### config.mk
export PLATFORM = sky130hd
export DESIGN_NAME = glueTop
export DESIGN_NICKNAME = d
export VERILOG_FILES = /design/src/source/gluePkg.sv /design/src/source/addressDecode.sv /design/src/source/ciaTimer.sv /design/src/source/tickTimer.sv /design/src/source/transferAck.sv /design/src/source/glueTop.sv
export VERILOG_INCLUDE_DIRS = /design/src
export SDC_FILE = /design/constraint.sdc
export NUM_CORES = 1
export LEC_CHECK = 0
export BUFFER_PORTS_ARGS = -buffer_cell sky130_fd_sc_hd__buf_2
export CAP_MARGIN = 20
export CORE_UTILIZATION = 49
export DETAILED_ROUTE_END_ITERATION = 6
export PLACE_DENSITY = 0.84
export REMOVE_ABC_BUFFERS = 1
export SETUP_SLACK_MARGIN = 0.4
export SYNTH_ARGS = -nofsm -noshare
export SYNTH_HDL_FRONTEND = slang
export SYNTH_SLANG_ARGS = --single-unit
### constraint.sdc
create_clock -name clk40 -period 1.71 [get_ports clk40]
set_input_delay 0 -clock clk40 [delete_from_list [all_inputs] [get_ports clk40]]
set_output_delay 0 -clock clk40 [all_outputs]
set_load 0.05 [all_outputs]
### src/glue_config.svh
// Build-time constants for the bus glue
// Divider ratios, wait counts and the address map, shared by RTL and testbench
`ifndef GLUE_CONFIG_SVH
`define GLUE_CONFIG_SVH

////////////////////////////////////////////////////////////////////////
// Clock dividers, all in clk40 cycles
////////////////////////////////////////////////////////////////////////

// Full CIA clock period, keep it even
`define CIA_DIV 10
// Tick square wave half periods
`define TICK60_HALF 50
`define TICK50_HALF 60

////////////////////////////////////////////////////////////////////////
// Wait states before tackN, at least 1
////////////////////////////////////////////////////////////////////////

`define ROM_WAIT 3
`define CHIP_WAIT 5

////////////////////////////////////////////////////////////////////////
// Address map, byte addresses
////////////////////////////////////////////////////////////////////////

`define ROM_BASE 32'h00F8_0000
// First address above the overlay window, also the ROM size
`define ROM_OVL_TOP 32'h0008_0000
`define CHIP_TOP 32'h0020_0000
// Upper address bits 31:16 of the CIA space
`define CIA_PAGE 16'h00BF
// Upper address bits 31:12 of the custom registers
`define REG_PAGE 20'h00DFF

`endif

### src/source/gluePkg.sv
// Types shared by the bus glue modules and the testbench
// Import with a wildcard in the module header

package gluePkg;

    ////////////////////////////////////////////////////////////////////////
    // Bus vectors
    ////////////////////////////////////////////////////////////////////////

    // CPU address without bit 0
    typedef logic [31:1] addrT;

    // Wait state down counter
    typedef logic [3:0] waitCountT;

    // CIA clock divider position
    typedef logic [5:0] ciaCountT;

    // Tick half period position
    typedef logic [7:0] tickCountT;

    ////////////////////////////////////////////////////////////////////////
    // Enumerations
    ////////////////////////////////////////////////////////////////////////

    // Decoded target of a transfer
    typedef enum logic [2:0] {
        spaceNone = 3'd0,
        spaceRom  = 3'd1,
        spaceCia  = 3'd2,
        spaceChip = 3'd3,
        spaceReg  = 3'd4
    } spaceT;

    // Transfer sequencer states
    typedef enum logic [2:0] {
        stIdle   = 3'd0,
        stDecode = 3'd1,
        stWait   = 3'd2,
        stCia    = 3'd3,
        stAck    = 3'd4
    } busStateT;

endpackage

### src/source/addressDecode.sv
// Address decoder for CPU transfers
// Latches the target space on decodeStrobe and holds the selects until transferDone
`timescale 1ns/10ps
`include "glue_config.svh"

module addressDecode import gluePkg::*; (
    input  logic  clk40,
    input  logic  reset,
    input  logic  decodeStrobe,
    input  logic  transferDone,
    input  logic  ovl,
    input  addrT  addr,
    output spaceT space,
    output logic  romEnN,
    output logic  ciaCs0N,
    output logic  ciaCs1N,
    output logic  ramSpaceN,
    output logic  regSpaceN,
    output logic  bufEnN,
    output logic  portSize
);

    // Pin order {romEnN, ciaCs0N, ciaCs1N, ramSpaceN, regSpaceN, bufEnN, portSize}
    localparam logic [6:0] idlePins = 7'b111_1110;

    logic [6:0] pins;

    ////////////////////////////////////////////////////////////////////////
    // Decode helpers
    ////////////////////////////////////////////////////////////////////////

    // Overlay first, so low memory reads ROM while ovl is high
    function automatic spaceT classify(input addrT a, input logic overlay);
        logic [31:0] byteAddr;
        byteAddr = {a, 1'b0};
        if (overlay && byteAddr < `ROM_OVL_TOP)
            return spaceRom;
        if (byteAddr >= `ROM_BASE && byteAddr < `ROM_BASE + `ROM_OVL_TOP)
            return spaceRom;
        if (byteAddr < `CHIP_TOP)
            return spaceChip;
        if (byteAddr[31:16] == `CIA_PAGE)
            return spaceCia;
        if (byteAddr[31:12] == `REG_PAGE)
            return spaceReg;
        return spaceNone;
    endfunction

    // Pin levels for one space, with the CIA chip select bits
    function automatic logic [6:0] pinsFor(input spaceT s, input logic a12, input logic a13);
        logic [6:0] p;
        p = idlePins;
        case (s)
            spaceRom: p[6] = 1'b0;
            spaceCia: begin
                // Each CIA answers on its own low address bit
                p[5] = a12;
                p[4] = a13;
                p[0] = 1'b1;
            end
            spaceChip: begin
                p[3] = 1'b0;
                p[1] = 1'b0;
            end
            spaceReg: begin
                p[2] = 1'b0;
                p[1] = 1'b0;
                p[0] = 1'b1;
            end
            default: p = idlePins;
        endcase
        return p;
    endfunction

    ////////////////////////////////////////////////////////////////////////
    // Space and pin registers
    ////////////////////////////////////////////////////////////////////////

    // Pins load together with the space so the selects are valid from the start edge
    always_ff @(posedge clk40) begin
        if (reset) begin
            space <= spaceNone;
            pins  <= idlePins;
        end else if (decodeStrobe) begin
            space <= classify(addr, ovl);
            pins  <= pinsFor(classify(addr, ovl), addr[12], addr[13]);
        end else if (transferDone) begin
            space <= spaceNone;
            pins  <= idlePins;
        end
    end

    assign romEnN    = pins[6];
    assign ciaCs0N   = pins[5];
    assign ciaCs1N   = pins[4];
    assign ramSpaceN = pins[3];
    assign regSpaceN = pins[2];
    assign bufEnN    = pins[1];
    assign portSize  = pins[0];

endmodule

### src/source/ciaTimer.sv
// CIA clock generator
// Divides clk40 by CIA_DIV and flags the last cycle of each CIA clock period
`timescale 1ns/10ps
`include "glue_config.svh"

module ciaTimer import gluePkg::*; (
    input  logic clk40,
    input  logic reset,
    output logic ciaClk,
    output logic ciaEnable
);

    // Last count of the period and first count of the high phase
    localparam ciaCountT lastCount = ciaCountT'(`CIA_DIV - 1);
    localparam ciaCountT highStart = ciaCountT'(`CIA_DIV / 2);

    ciaCountT count;
    ciaCountT nextCount;

    ////////////////////////////////////////////////////////////////////////
    // Divider
    ////////////////////////////////////////////////////////////////////////

    // Wrap at the end of the period
    always_comb begin
        if (count == lastCount)
            nextCount = '0;
        else
            nextCount = count + 1'b1;
    end

    // ciaClk follows the count it is registered with, low half first
    always_ff @(posedge clk40) begin
        if (reset) begin
            count  <= '0;
            ciaClk <= 1'b0;
        end else begin
            count  <= nextCount;
            ciaClk <= (nextCount >= highStart);
        end
    end

    ////////////////////////////////////////////////////////////////////////
    // Access strobe
    ////////////////////////////////////////////////////////////////////////

    // Last high cycle, the next edge drops ciaClk
    // A CIA access acked here ends with the falling CIA edge
    assign ciaEnable = (count == lastCount);

endmodule

### src/source/tickTimer.sv
// Time base ticks for the CIA event counters
// Two free-running square waves toggling every TICK60_HALF and TICK50_HALF cycles
`timescale 1ns/10ps
`include "glue_config.svh"

module tickTimer import gluePkg::*; (
    input  logic clk40,
    input  logic reset,
    output logic tick60,
    output logic tick50
);

    // Index 0 is the 60 Hz style tick, index 1 the 50 Hz style tick
    localparam tickCountT lastCount [2] = '{
        tickCountT'(`TICK60_HALF - 1),
        tickCountT'(`TICK50_HALF - 1)
    };

    logic [1:0] tickLevel;

    ////////////////////////////////////////////////////////////////////////
    // Half period counters
    ////////////////////////////////////////////////////////////////////////

    for (genvar i = 0; i < 2; i++) begin : gTick
        tickCountT count;
        logic      level;

        // Toggle on the last count of each half period
        always_ff @(posedge clk40) begin
            if (reset) begin
                count <= '0;
                level <= 1'b0;
            end else if (count == lastCount[i]) begin
                count <= '0;
                level <= ~level;
            end else begin
                count <= count + 1'b1;
            end
        end

        assign tickLevel[i] = level;
    end

    assign tick60 = tickLevel[0];
    assign tick50 = tickLevel[1];

endmodule

### src/source/transferAck.sv
// Transfer sequencer for the bus glue
// Starts a decode on tsN, inserts the wait states of the target space
// and answers with a single-cycle tackN
`timescale 1ns/10ps
`include "glue_config.svh"

module transferAck import gluePkg::*; (
    input  logic  clk40,
    input  logic  reset,
    input  logic  tsN,
    input  spaceT space,
    input  logic  ciaEnable,
    output logic  decodeStrobe,
    output logic  transferDone,
    output logic  tackN
);

    // Wait loads, each counts down to 1 before the ack cycle
    localparam waitCountT romWait  = waitCountT'(`ROM_WAIT);
    localparam waitCountT chipWait = waitCountT'(`CHIP_WAIT);

    busStateT  state;
    busStateT  nextState;
    waitCountT waitCount;
    waitCountT nextWait;

    ////////////////////////////////////////////////////////////////////////
    // Next state
    ////////////////////////////////////////////////////////////////////////

    always_comb begin
        nextState    = state;
        nextWait     = waitCount;
        decodeStrobe = 1'b0;
        transferDone = 1'b0;

        case (state)
            // tsN is a level, sampled only here
            stIdle: begin
                if (!tsN) begin
                    decodeStrobe = 1'b1;
                    nextState    = stDecode;
                end
            end

            // Space was latched on the start edge
            stDecode: begin
                case (space)
                    spaceRom: begin
                        nextWait  = romWait;
                        nextState = stWait;
                    end
                    spaceChip, spaceReg: begin
                        nextWait  = chipWait;
                        nextState = stWait;
                    end
                    spaceCia: nextState = stCia;
                    default: begin
                        // Unmapped, drop it without an ack
                        transferDone = 1'b1;
                        nextState    = stIdle;
                    end
                endcase
            end

            stWait: begin
                if (waitCount == waitCountT'(1))
                    nextState = stAck;
                else
                    nextWait = waitCount - 1'b1;
            end

            // Hold until the CIA clock is about to fall
            stCia: begin
                if (ciaEnable)
                    nextState = stAck;
            end

            // tackN low this cycle, decoder clears on the closing edge
            stAck: begin
                transferDone = 1'b1;
                nextState    = stIdle;
            end

            default: nextState = stIdle;
        endcase
    end

    ////////////////////////////////////////////////////////////////////////
    // State registers
    ////////////////////////////////////////////////////////////////////////

    always_ff @(posedge clk40) begin
        if (reset) begin
            state     <= stIdle;
            waitCount <= '0;
            tackN     <= 1'b1;
        end else begin
            state     <= nextState;
            waitCount <= nextWait;
            // Registered pin, low exactly while in stAck
            tackN     <= (nextState != stAck);
        end
    end

endmodule

### src/source/glueTop.sv
// Bus glue top level
// Connects the address decoder, the transfer sequencer and the two clock dividers
`timescale 1ns/10ps

module glueTop import gluePkg::*; (
    input  logic clk40,
    input  logic reset,
    input  logic tsN,
    input  logic ovl,
    input  addrT addr,
    output logic tackN,
    output logic romEnN,
    output logic ciaCs0N,
    output logic ciaCs1N,
    output logic ramSpaceN,
    output logic regSpaceN,
    output logic bufEnN,
    output logic portSize,
    output logic ciaClk,
    output logic tick60,
    output logic tick50
);

    // Sequencer to decoder handshake
    logic  decodeStrobe;
    logic  transferDone;
    spaceT space;
    // CIA access window
    logic  ciaEnable;

    ////////////////////////////////////////////////////////////////////////
    // Transfer path
    ////////////////////////////////////////////////////////////////////////

    transferAck uTransferAck (
        .clk40        (clk40),
        .reset        (reset),
        .tsN          (tsN),
        .space        (space),
        .ciaEnable    (ciaEnable),
        .decodeStrobe (decodeStrobe),
        .transferDone (transferDone),
        .tackN        (tackN)
    );

    addressDecode uAddressDecode (
        .clk40        (clk40),
        .reset        (reset),
        .decodeStrobe (decodeStrobe),
        .transferDone (transferDone),
        .ovl          (ovl),
        .addr         (addr),
        .space        (space),
        .romEnN       (romEnN),
        .ciaCs0N      (ciaCs0N),
        .ciaCs1N      (ciaCs1N),
        .ramSpaceN    (ramSpaceN),
        .regSpaceN    (regSpaceN),
        .bufEnN       (bufEnN),
        .portSize     (portSize)
    );

    ////////////////////////////////////////////////////////////////////////
    // Clock dividers
    ////////////////////////////////////////////////////////////////////////

    ciaTimer uCiaTimer (
        .clk40     (clk40),
        .reset     (reset),
        .ciaClk    (ciaClk),
        .ciaEnable (ciaEnable)
    );

    // Free running, not tied to any transfer
    tickTimer uTickTimer (
        .clk40  (clk40),
        .reset  (reset),
        .tick60 (tick60),
        .tick50 (tick50)
    );

endmodule

==> results_dict.tcl, run 1 <==
set metrics [dict create \
    syn_inst 221 \
    fmaxAchievable_mhz 624 \
    hold_ws_ns -0.0520 \
    outcome "finished with violations" \
    worstPathArrival_ns 1.77 \
    endpoint_kind "flip-flop" \
    yosysWarningCount 0 \
    fin_tns_setup_ns 0 \
    seq_area_frac_synth_pct 42.1 \
    num_io_pins 46 \
    h-tree-depth 2 \
    hold_class "primary input to flip-flop" \
    dieArea_sq_um 4430 \
    die_h_microns 66.6 \
    rsz0062_at_grt "yes" \
    fin_crit_sh_pct 93.7 \
    synth-seq-cells 43 \
    worstSkewPairLatency_ns 0.30 \
    cts.sinks 43 \
    vias_per_cell 5.95 \
    path_max_fanout 5 \
    antenna_found_initial 0 \
    post-dp-hpwl_mm 2.92 \
    intPower_mw 1.71 \
    firstDrtPassIters 5 \
    ir_worst_vdd_mv 0.583 \
    crit_required_ns 1.88 \
    async_flop_share_pct 0 \
    die_w_microns 66.6 \
    drc 0 \
    numPortBuffers 34 \
    instances_no_fill 332 \
    design_area_sq_um 2900 \
    grt_max_degree 15 \
    grt_pass1_vias 1768 \
    reg2reg_from "uTransferAck.state[1]$_SDFF_PP0_" \
    fillers 257 \
    core_sq_um 4000 \
    grt_pass1_wl_mm 7.71 \
    slew_viol_final 0 \
    dpl_worst_slack_ns 0.0596 \
    antenna_cells 0 \
    reg2reg_slack_ns 0.11 \
    startpoint "uTransferAck.state[1]$_SDFF_PP0_" \
    crit_path_end "uAddressDecode.pins[4]$_SDFFE_PP1P_" \
    timing.slew.headroom_pct 61.9 \
    seqPwrFrac_pct 47.6 \
    dpl.cell_count 306 \
    grt_usage_pct 23.0 \
    dpl_cell_area_sq_um 2300 \
    wirelength_mm 5.68 \
    post-route-min-period_ns 1.60 \
    synth.cell_area_sq_um 2040 \
    timing.rr.end "uAddressDecode.pins[4]$_SDFFE_PP1P_" \
    p_comb_share_pct 9.6 \
    most-common-layout-cells "buf_2 (34), dfxtp_1 (29), buf_4 (21)" \
    swShare_pct 22.5 \
    drv_cap 0 \
    syn_to_final_growth_pct 42.1 \
    synth_top_area_share_pct 42.1 \
    finClkSkew_ns 0.00962 \
    routabilityCongestion 0.810 \
    min_from "reset" \
    initial_core_util_pct 51.1 \
    drt_iter0_markers 184 \
    synth_area_per_cell_sq_um 9.25 \
    reg2regPathDepth 4 \
    start_kind "flip-flop" \
    avgRoutedWirePerCell_microns 17.1 \
    synth_cell_types 50 \
    worst_slew_pin_slew_ns 0.566 \
    vias 1974 \
    switching_power_uw 494 \
    p_leak_nw 1.10 \
    ctsHoldBuffers 2 \
    yosys.area.top_type "dfxtp_1" \
    final-hold-violation-count 4 \
    power_density_nw_per_um2 758 \
    rows 23 \
    final_common_cell "buf_2" \
    root_buffer "clkbuf_8" \
    synth_edf_count 0 \
    yosys-top-cells-area "dfxtp_1 (42%), xor2_1 (5.1%), nor2_1 (4.6%), ha_1 (4.3%), nor3_1 (3.2%)" \
    cts_buffer_depth 2 \
    clk_pin_slew_ns 0.08 \
    fin_ws_ns 0.108 \
    drive_gt1_share_pct 46.5 \
    cts_tree "yes" \
    path_class "flip-flop to flip-flop" \
    violations "hold timing" \
    synthFlopType "dfxtp_1" \
    ant_nets 0 \
    layout.nets 323 \
    p_total_mw 2.20 \
    overflow 0 \
    numCtsBuffers 5 \
    p_clk_share_pct 42.9 \
    setup_violations 0 \
]
routing by layer:
layer  part of all wire [%]  global-route usage (%)
met2                     52                    37.9
met1                     40                    28.3
met5                      0                       0
met3                    4.9                    4.11
met4                    2.8                    12.0
cell usage after synthesis (2+ instances only):
cell and n:
nor3b_1 4, a31oi_1 4, o21ai_0 2, xnor2_1 6, dfxtp_1 43, o21ai_1 5, o21a_1 4, a21oi_1 5
and4_1 2, a21oi_2 2, inv_1 8, nor4b_1 3, a211oi_1 5, clkbuf_1 4, or3_1 3, nand2_1 6
nor4_1 4, and3_1 8, nand4b_1 2, nor3_1 13, nand4_1 2, xor2_1 12, a211o_1 2, nor2_1 25
nand3_1 11, nand2b_1 2, o22ai_1 2, or3b_1 4, ha_1 7
repair_timing:
item / CTS / global route
setup endpoints to repair: 34 / 36
buffers inserted: 6 / 9
hold endpoints to repair: 6 / 4
gates cloned: 1 / 0
pin swaps: 9 / 18
resized for setup: 33 / 43
area by class of cell:
type	instances	area, sq um	share of cell area (%)
Sequential cell	43	891	30.7
Timing Repair Buffer	58	359	12.4
Multi-Input combinational cell	165	1420	49.1
Tap cell	50	62.6	2.16
Clock inverter	3	67.6	2.33
Clock buffer	5	68.8	2.37
Inverter	8	30.0	1.03
registers in the layout, indices dropped and copies added, names as in the netlist:
| register | count |
|---|---|
| uAddressDecode.pins | 7 |
| uAddressDecode.space | 3 |
| uCiaTimer.ciaClk | 1 |
| uCiaTimer.count | 6 |
| uTickTimer.gTick.count | 16 |
| uTickTimer.tick50 | 1 |
| uTickTimer.tick60 | 1 |
| uTransferAck.state | 3 |
| uTransferAck.tackN | 1 |
| uTransferAck.waitCount | 4 |
power by group through the flow:
stage	combinational (mW)	clock [mW]	sequential, mW
finish	0.210	0.943	1.05
global route	0.225	0.995	1.05
CTS	0.169	0.948	1.04
detailed placement	0.140	0	1.07
global placement	0.135	0	1.06
floorplan	0.0698	0	1.07
cell families after synthesis:
| family | share of synthesized area (%) |
|---|---|
| simple gates | 29.6 |
| fa+ha+maj | 4.29 |
| flops | 42.1 |
| xor+xnor | 7.72 |
| compound gates | 13.2 |
| buf+inv | 3.00 |
stage by stage:
stage	hold slack (ns)	util, %
2_1_floorplan	0.0624	-
3_3_place_gp	0.253	57.4
3_5_place_dp	0.256	57.4
4_1_cts	-0.0621	66.2
5_1_grt	-0.0451	72.6
6_report	-0.0520	72.6
critical path, stage by stage (launching register included):
cell	delay, ns
dfxtp_4	0.37
or4_4	0.50
nand3b_4	0.25
nor4_2	0.26
o21ai_1	0.08
worst min-delay path by stage:
stage                                     endpoint  slack, ns  cells after the start
2_1_floorplan  uAddressDecode.pins[0]$_SDFFE_PP0P_       0.06                      1
3_3_place_gp   uAddressDecode.pins[0]$_SDFFE_PP0P_       0.25                      2
3_5_place_dp   uAddressDecode.pins[0]$_SDFFE_PP0P_       0.26                      2
4_1_cts        uAddressDecode.pins[0]$_SDFFE_PP0P_      -0.06                      2
5_1_grt        uAddressDecode.pins[0]$_SDFFE_PP0P_      -0.05                      2
6_report       uAddressDecode.pins[0]$_SDFFE_PP0P_      -0.05                      2
(Power assumes the default switching activity.)
==> run 2, diff against run 1 <==
--- a/config.mk
+++ b/config.mk
@@ -8,9 +8,9 @@
 export LEC_CHECK = 0
 export BUFFER_PORTS_ARGS = -buffer_cell sky130_fd_sc_hd__buf_2
 export CAP_MARGIN = 20
-export CORE_UTILIZATION = 49
+export CORE_UTILIZATION = 47
 export DETAILED_ROUTE_END_ITERATION = 6
-export PLACE_DENSITY = 0.84
+export PLACE_DENSITY = 0.82
 export REMOVE_ABC_BUFFERS = 1
 export SETUP_SLACK_MARGIN = 0.4
 export SYNTH_ARGS = -nofsm -noshare
==> constraint.sdc (replaced) <==
create_clock -name clk40 -period 1.5 [get_ports clk40]
set_input_delay 0 -clock clk40 [delete_from_list [all_inputs] [get_ports clk40]]
set_output_delay 0 -clock clk40 [all_outputs]
set_load 0.05 [all_outputs]
==> run 2 against run 1 <==
  * The flow finishes with violations (setup timing)
  * Wire length rose by 8.6%
  * Clock skew fell by 0.0018 ns
  * Total power grew 2.9%
  * Cell area increased by 8.6%
  * Count of clock-buffer cells in the layout rose by 1
  * Die area up 4.1%
  * Sequential power up 14%
  * Maximum frequency shrank 3.1%
  * Combinational power rose by 57%
  * Non-clock buffer count up 21
==> results_dict.tcl, run 2 (same netlist as run 1, synthesis figures left out) <==
set metrics [dict create \
    final-hold-violation-count 0 \
    start_kind "flip-flop" \
    drive_gt1_share_pct 55.1 \
    grt_pass1_vias 1954 \
    final_common_cell "buf_2" \
    intPower_mw 1.67 \
    power_density_nw_per_um2 718 \
    cts.sinks 43 \
    regArea_sq_um 883 \
    worstSkewPairLatency_ns 0.30 \
    dpl_worst_slack_ns -0.159 \
    grt_max_degree 14 \
    vias 2053 \
    path_class "flip-flop to flip-flop" \
    grt_usage_pct 25.2 \
    seqPwrFrac_pct 53.1 \
    grt_pass1_wl_mm 8.74 \
    switching_power_uw 598 \
    routabilityCongestion 0.822 \
    p_comb_share_pct 14.5 \
    rows 23 \
    p_clk_share_pct 32.4 \
    fin_ws_ns -0.154 \
    design_area_sq_um 3150 \
    avgRoutedWirePerCell_microns 17.5 \
    top_register "uTickTimer.gTick.count" \
    dieArea_sq_um 4620 \
    cts_tree "yes" \
    hold_class "primary input to flip-flop" \
    die_h_microns 67.9 \
    root_buffer "clkbuf_8" \
    drt_iter0_markers 146 \
    post-dp-hpwl_mm 3.27 \
    antenna_cells 0 \
    vias_per_cell 5.82 \
    firstDrtPassIters 4 \
    num_io_pins 46 \
    overflow 0 \
    multi_input_area_sq_um 1540 \
    ir_worst_vdd_mv 0.489 \
    clk_pin_slew_ns 0.08 \
    dpl_cell_area_sq_um 2420 \
    fin_crit_sh_pct 110 \
    crit_chain "buf_4 -> buf_4 -> nand3_4 -> xor2_1 -> nor2_1 -> or4_1" \
    die_w_microns 67.9 \
    crit_path_frequent_cell "buf_4" \
    core_sq_um 4090 \
    path_max_fanout 3 \
    wirelength_mm 6.17 \
    layout.nets 344 \
    outcome "finished with violations" \
    drc 0 \
    antenna_found_initial 0 \
    reg2reg_from "uCiaTimer.count[0]$_SDFF_PP0_" \
    worst_slew_pin_slew_ns 0.669 \
    h-tree-depth 2 \
    timing.slew.headroom_pct 55.0 \
    fin_tns_setup_ns -0.725 \
    largest_reg_flops 16 \
    most-common-layout-cells "buf_2 (34), buf_4 (32), dfxtp_1 (27)" \
    top_regs "uTickTimer.gTick.count x16, uAddressDecode.pins x7, uCiaTimer.count x6" \
    min_from "tsN" \
    worstPathArrival_ns 1.82 \
    crit_required_ns 1.67 \
    post-route-min-period_ns 1.65 \
    startpoint "uCiaTimer.count[0]$_SDFF_PP0_" \
    finClkSkew_ns 0.00783 \
    slew_viol_final 0 \
    endpoint_kind "flip-flop" \
    setup_violations 17 \
    violations "setup timing" \
    p_leak_nw 1.21 \
    fmaxAchievable_mhz 605 \
    rsz0062_at_grt "yes" \
    cts_buffer_depth 2 \
    numPortBuffers 34 \
    fillers 244 \
    p_total_mw 2.26 \
    numCtsBuffers 5 \
    drv_cap 0 \
    swShare_pct 26.4 \
    reg2reg_slack_ns -0.15 \
    critical_path.max_stage_delay_ns 0.51 \
    ant_nets 0 \
    initial_core_util_pct 50.0 \
    cpMaxStageDelayCell "or4_1" \
    syn_to_final_growth_pct 54.3 \
]
## run 2: per-layer routing
layer	wire [microns]	global-route usage, %	vias to the layer above
met5	0	0	-
met4	132	10.9	0
met3	242	6.17	15
met2	3240	43.0	62
met1	2560	29.7	1000
li1	-	-	976
## run 2: power groups by stage
stage / combinational (mW) / sequential, mW / clock, mW
global placement: 0.175 / 1.21 / 0
detailed placement: 0.183 / 1.21 / 0
floorplan: 0.0795 / 1.22 / 0
global route: 0.348 / 1.20 / 0.787
finish: 0.329 / 1.20 / 0.733
CTS: 0.264 / 1.20 / 0.733
## run 2: final timing paths
check	to	cells past startpoint
worst min register to register	uAddressDecode.pins[0]$_SDFFE_PP0P_	2
worst max register to register	uCiaTimer.ciaClk$_SDFF_PP0_	6
worst min-delay path	uTransferAck.state[0]$_SDFF_PP0_	3
worst max-delay path	uCiaTimer.ciaClk$_SDFF_PP0_	6
## run 2: layout make-up
type	count	area share, %
sequential	43	28.0
clock buffer	6	2.30
timing repair buffer	79	17.5
multi-input combinational	165	48.9
clock inverter	2	0.397
inverter	8	0.953
tap	50	1.98
## run 2: metrics by stage
step | hold WS (ns) | util, % | cells
2_1_floorplan | 0.0624 | - | 215
3_5_place_dp | 0.274 | 59.3 | 323
5_1_grt | 0.0733 | 77.1 | 353
4_1_cts | -0.0256 | 72.4 | 346
3_3_place_gp | 0.262 | 59.3 | 323
6_report | 0.0670 | 77.1 | 353
## run 2: critical path: cells and delay by family, from the launching register on
kind                      cells  cell delay [ns]
and+or+nand+nor               3             0.68
buffers and inverters         2             0.24
xor gates and xnor gates      1             0.21
DFF                           1             0.39
## run 2: timing repair
item                                    CTS  global route
hold buffers                              2             3
endpoints found under the setup margin   41            43
cloned                                    1             0
resized for setup                        76            32
pin swaps                                28            24
setup buffers                            12             4
endpoints found under the hold margin     6             1
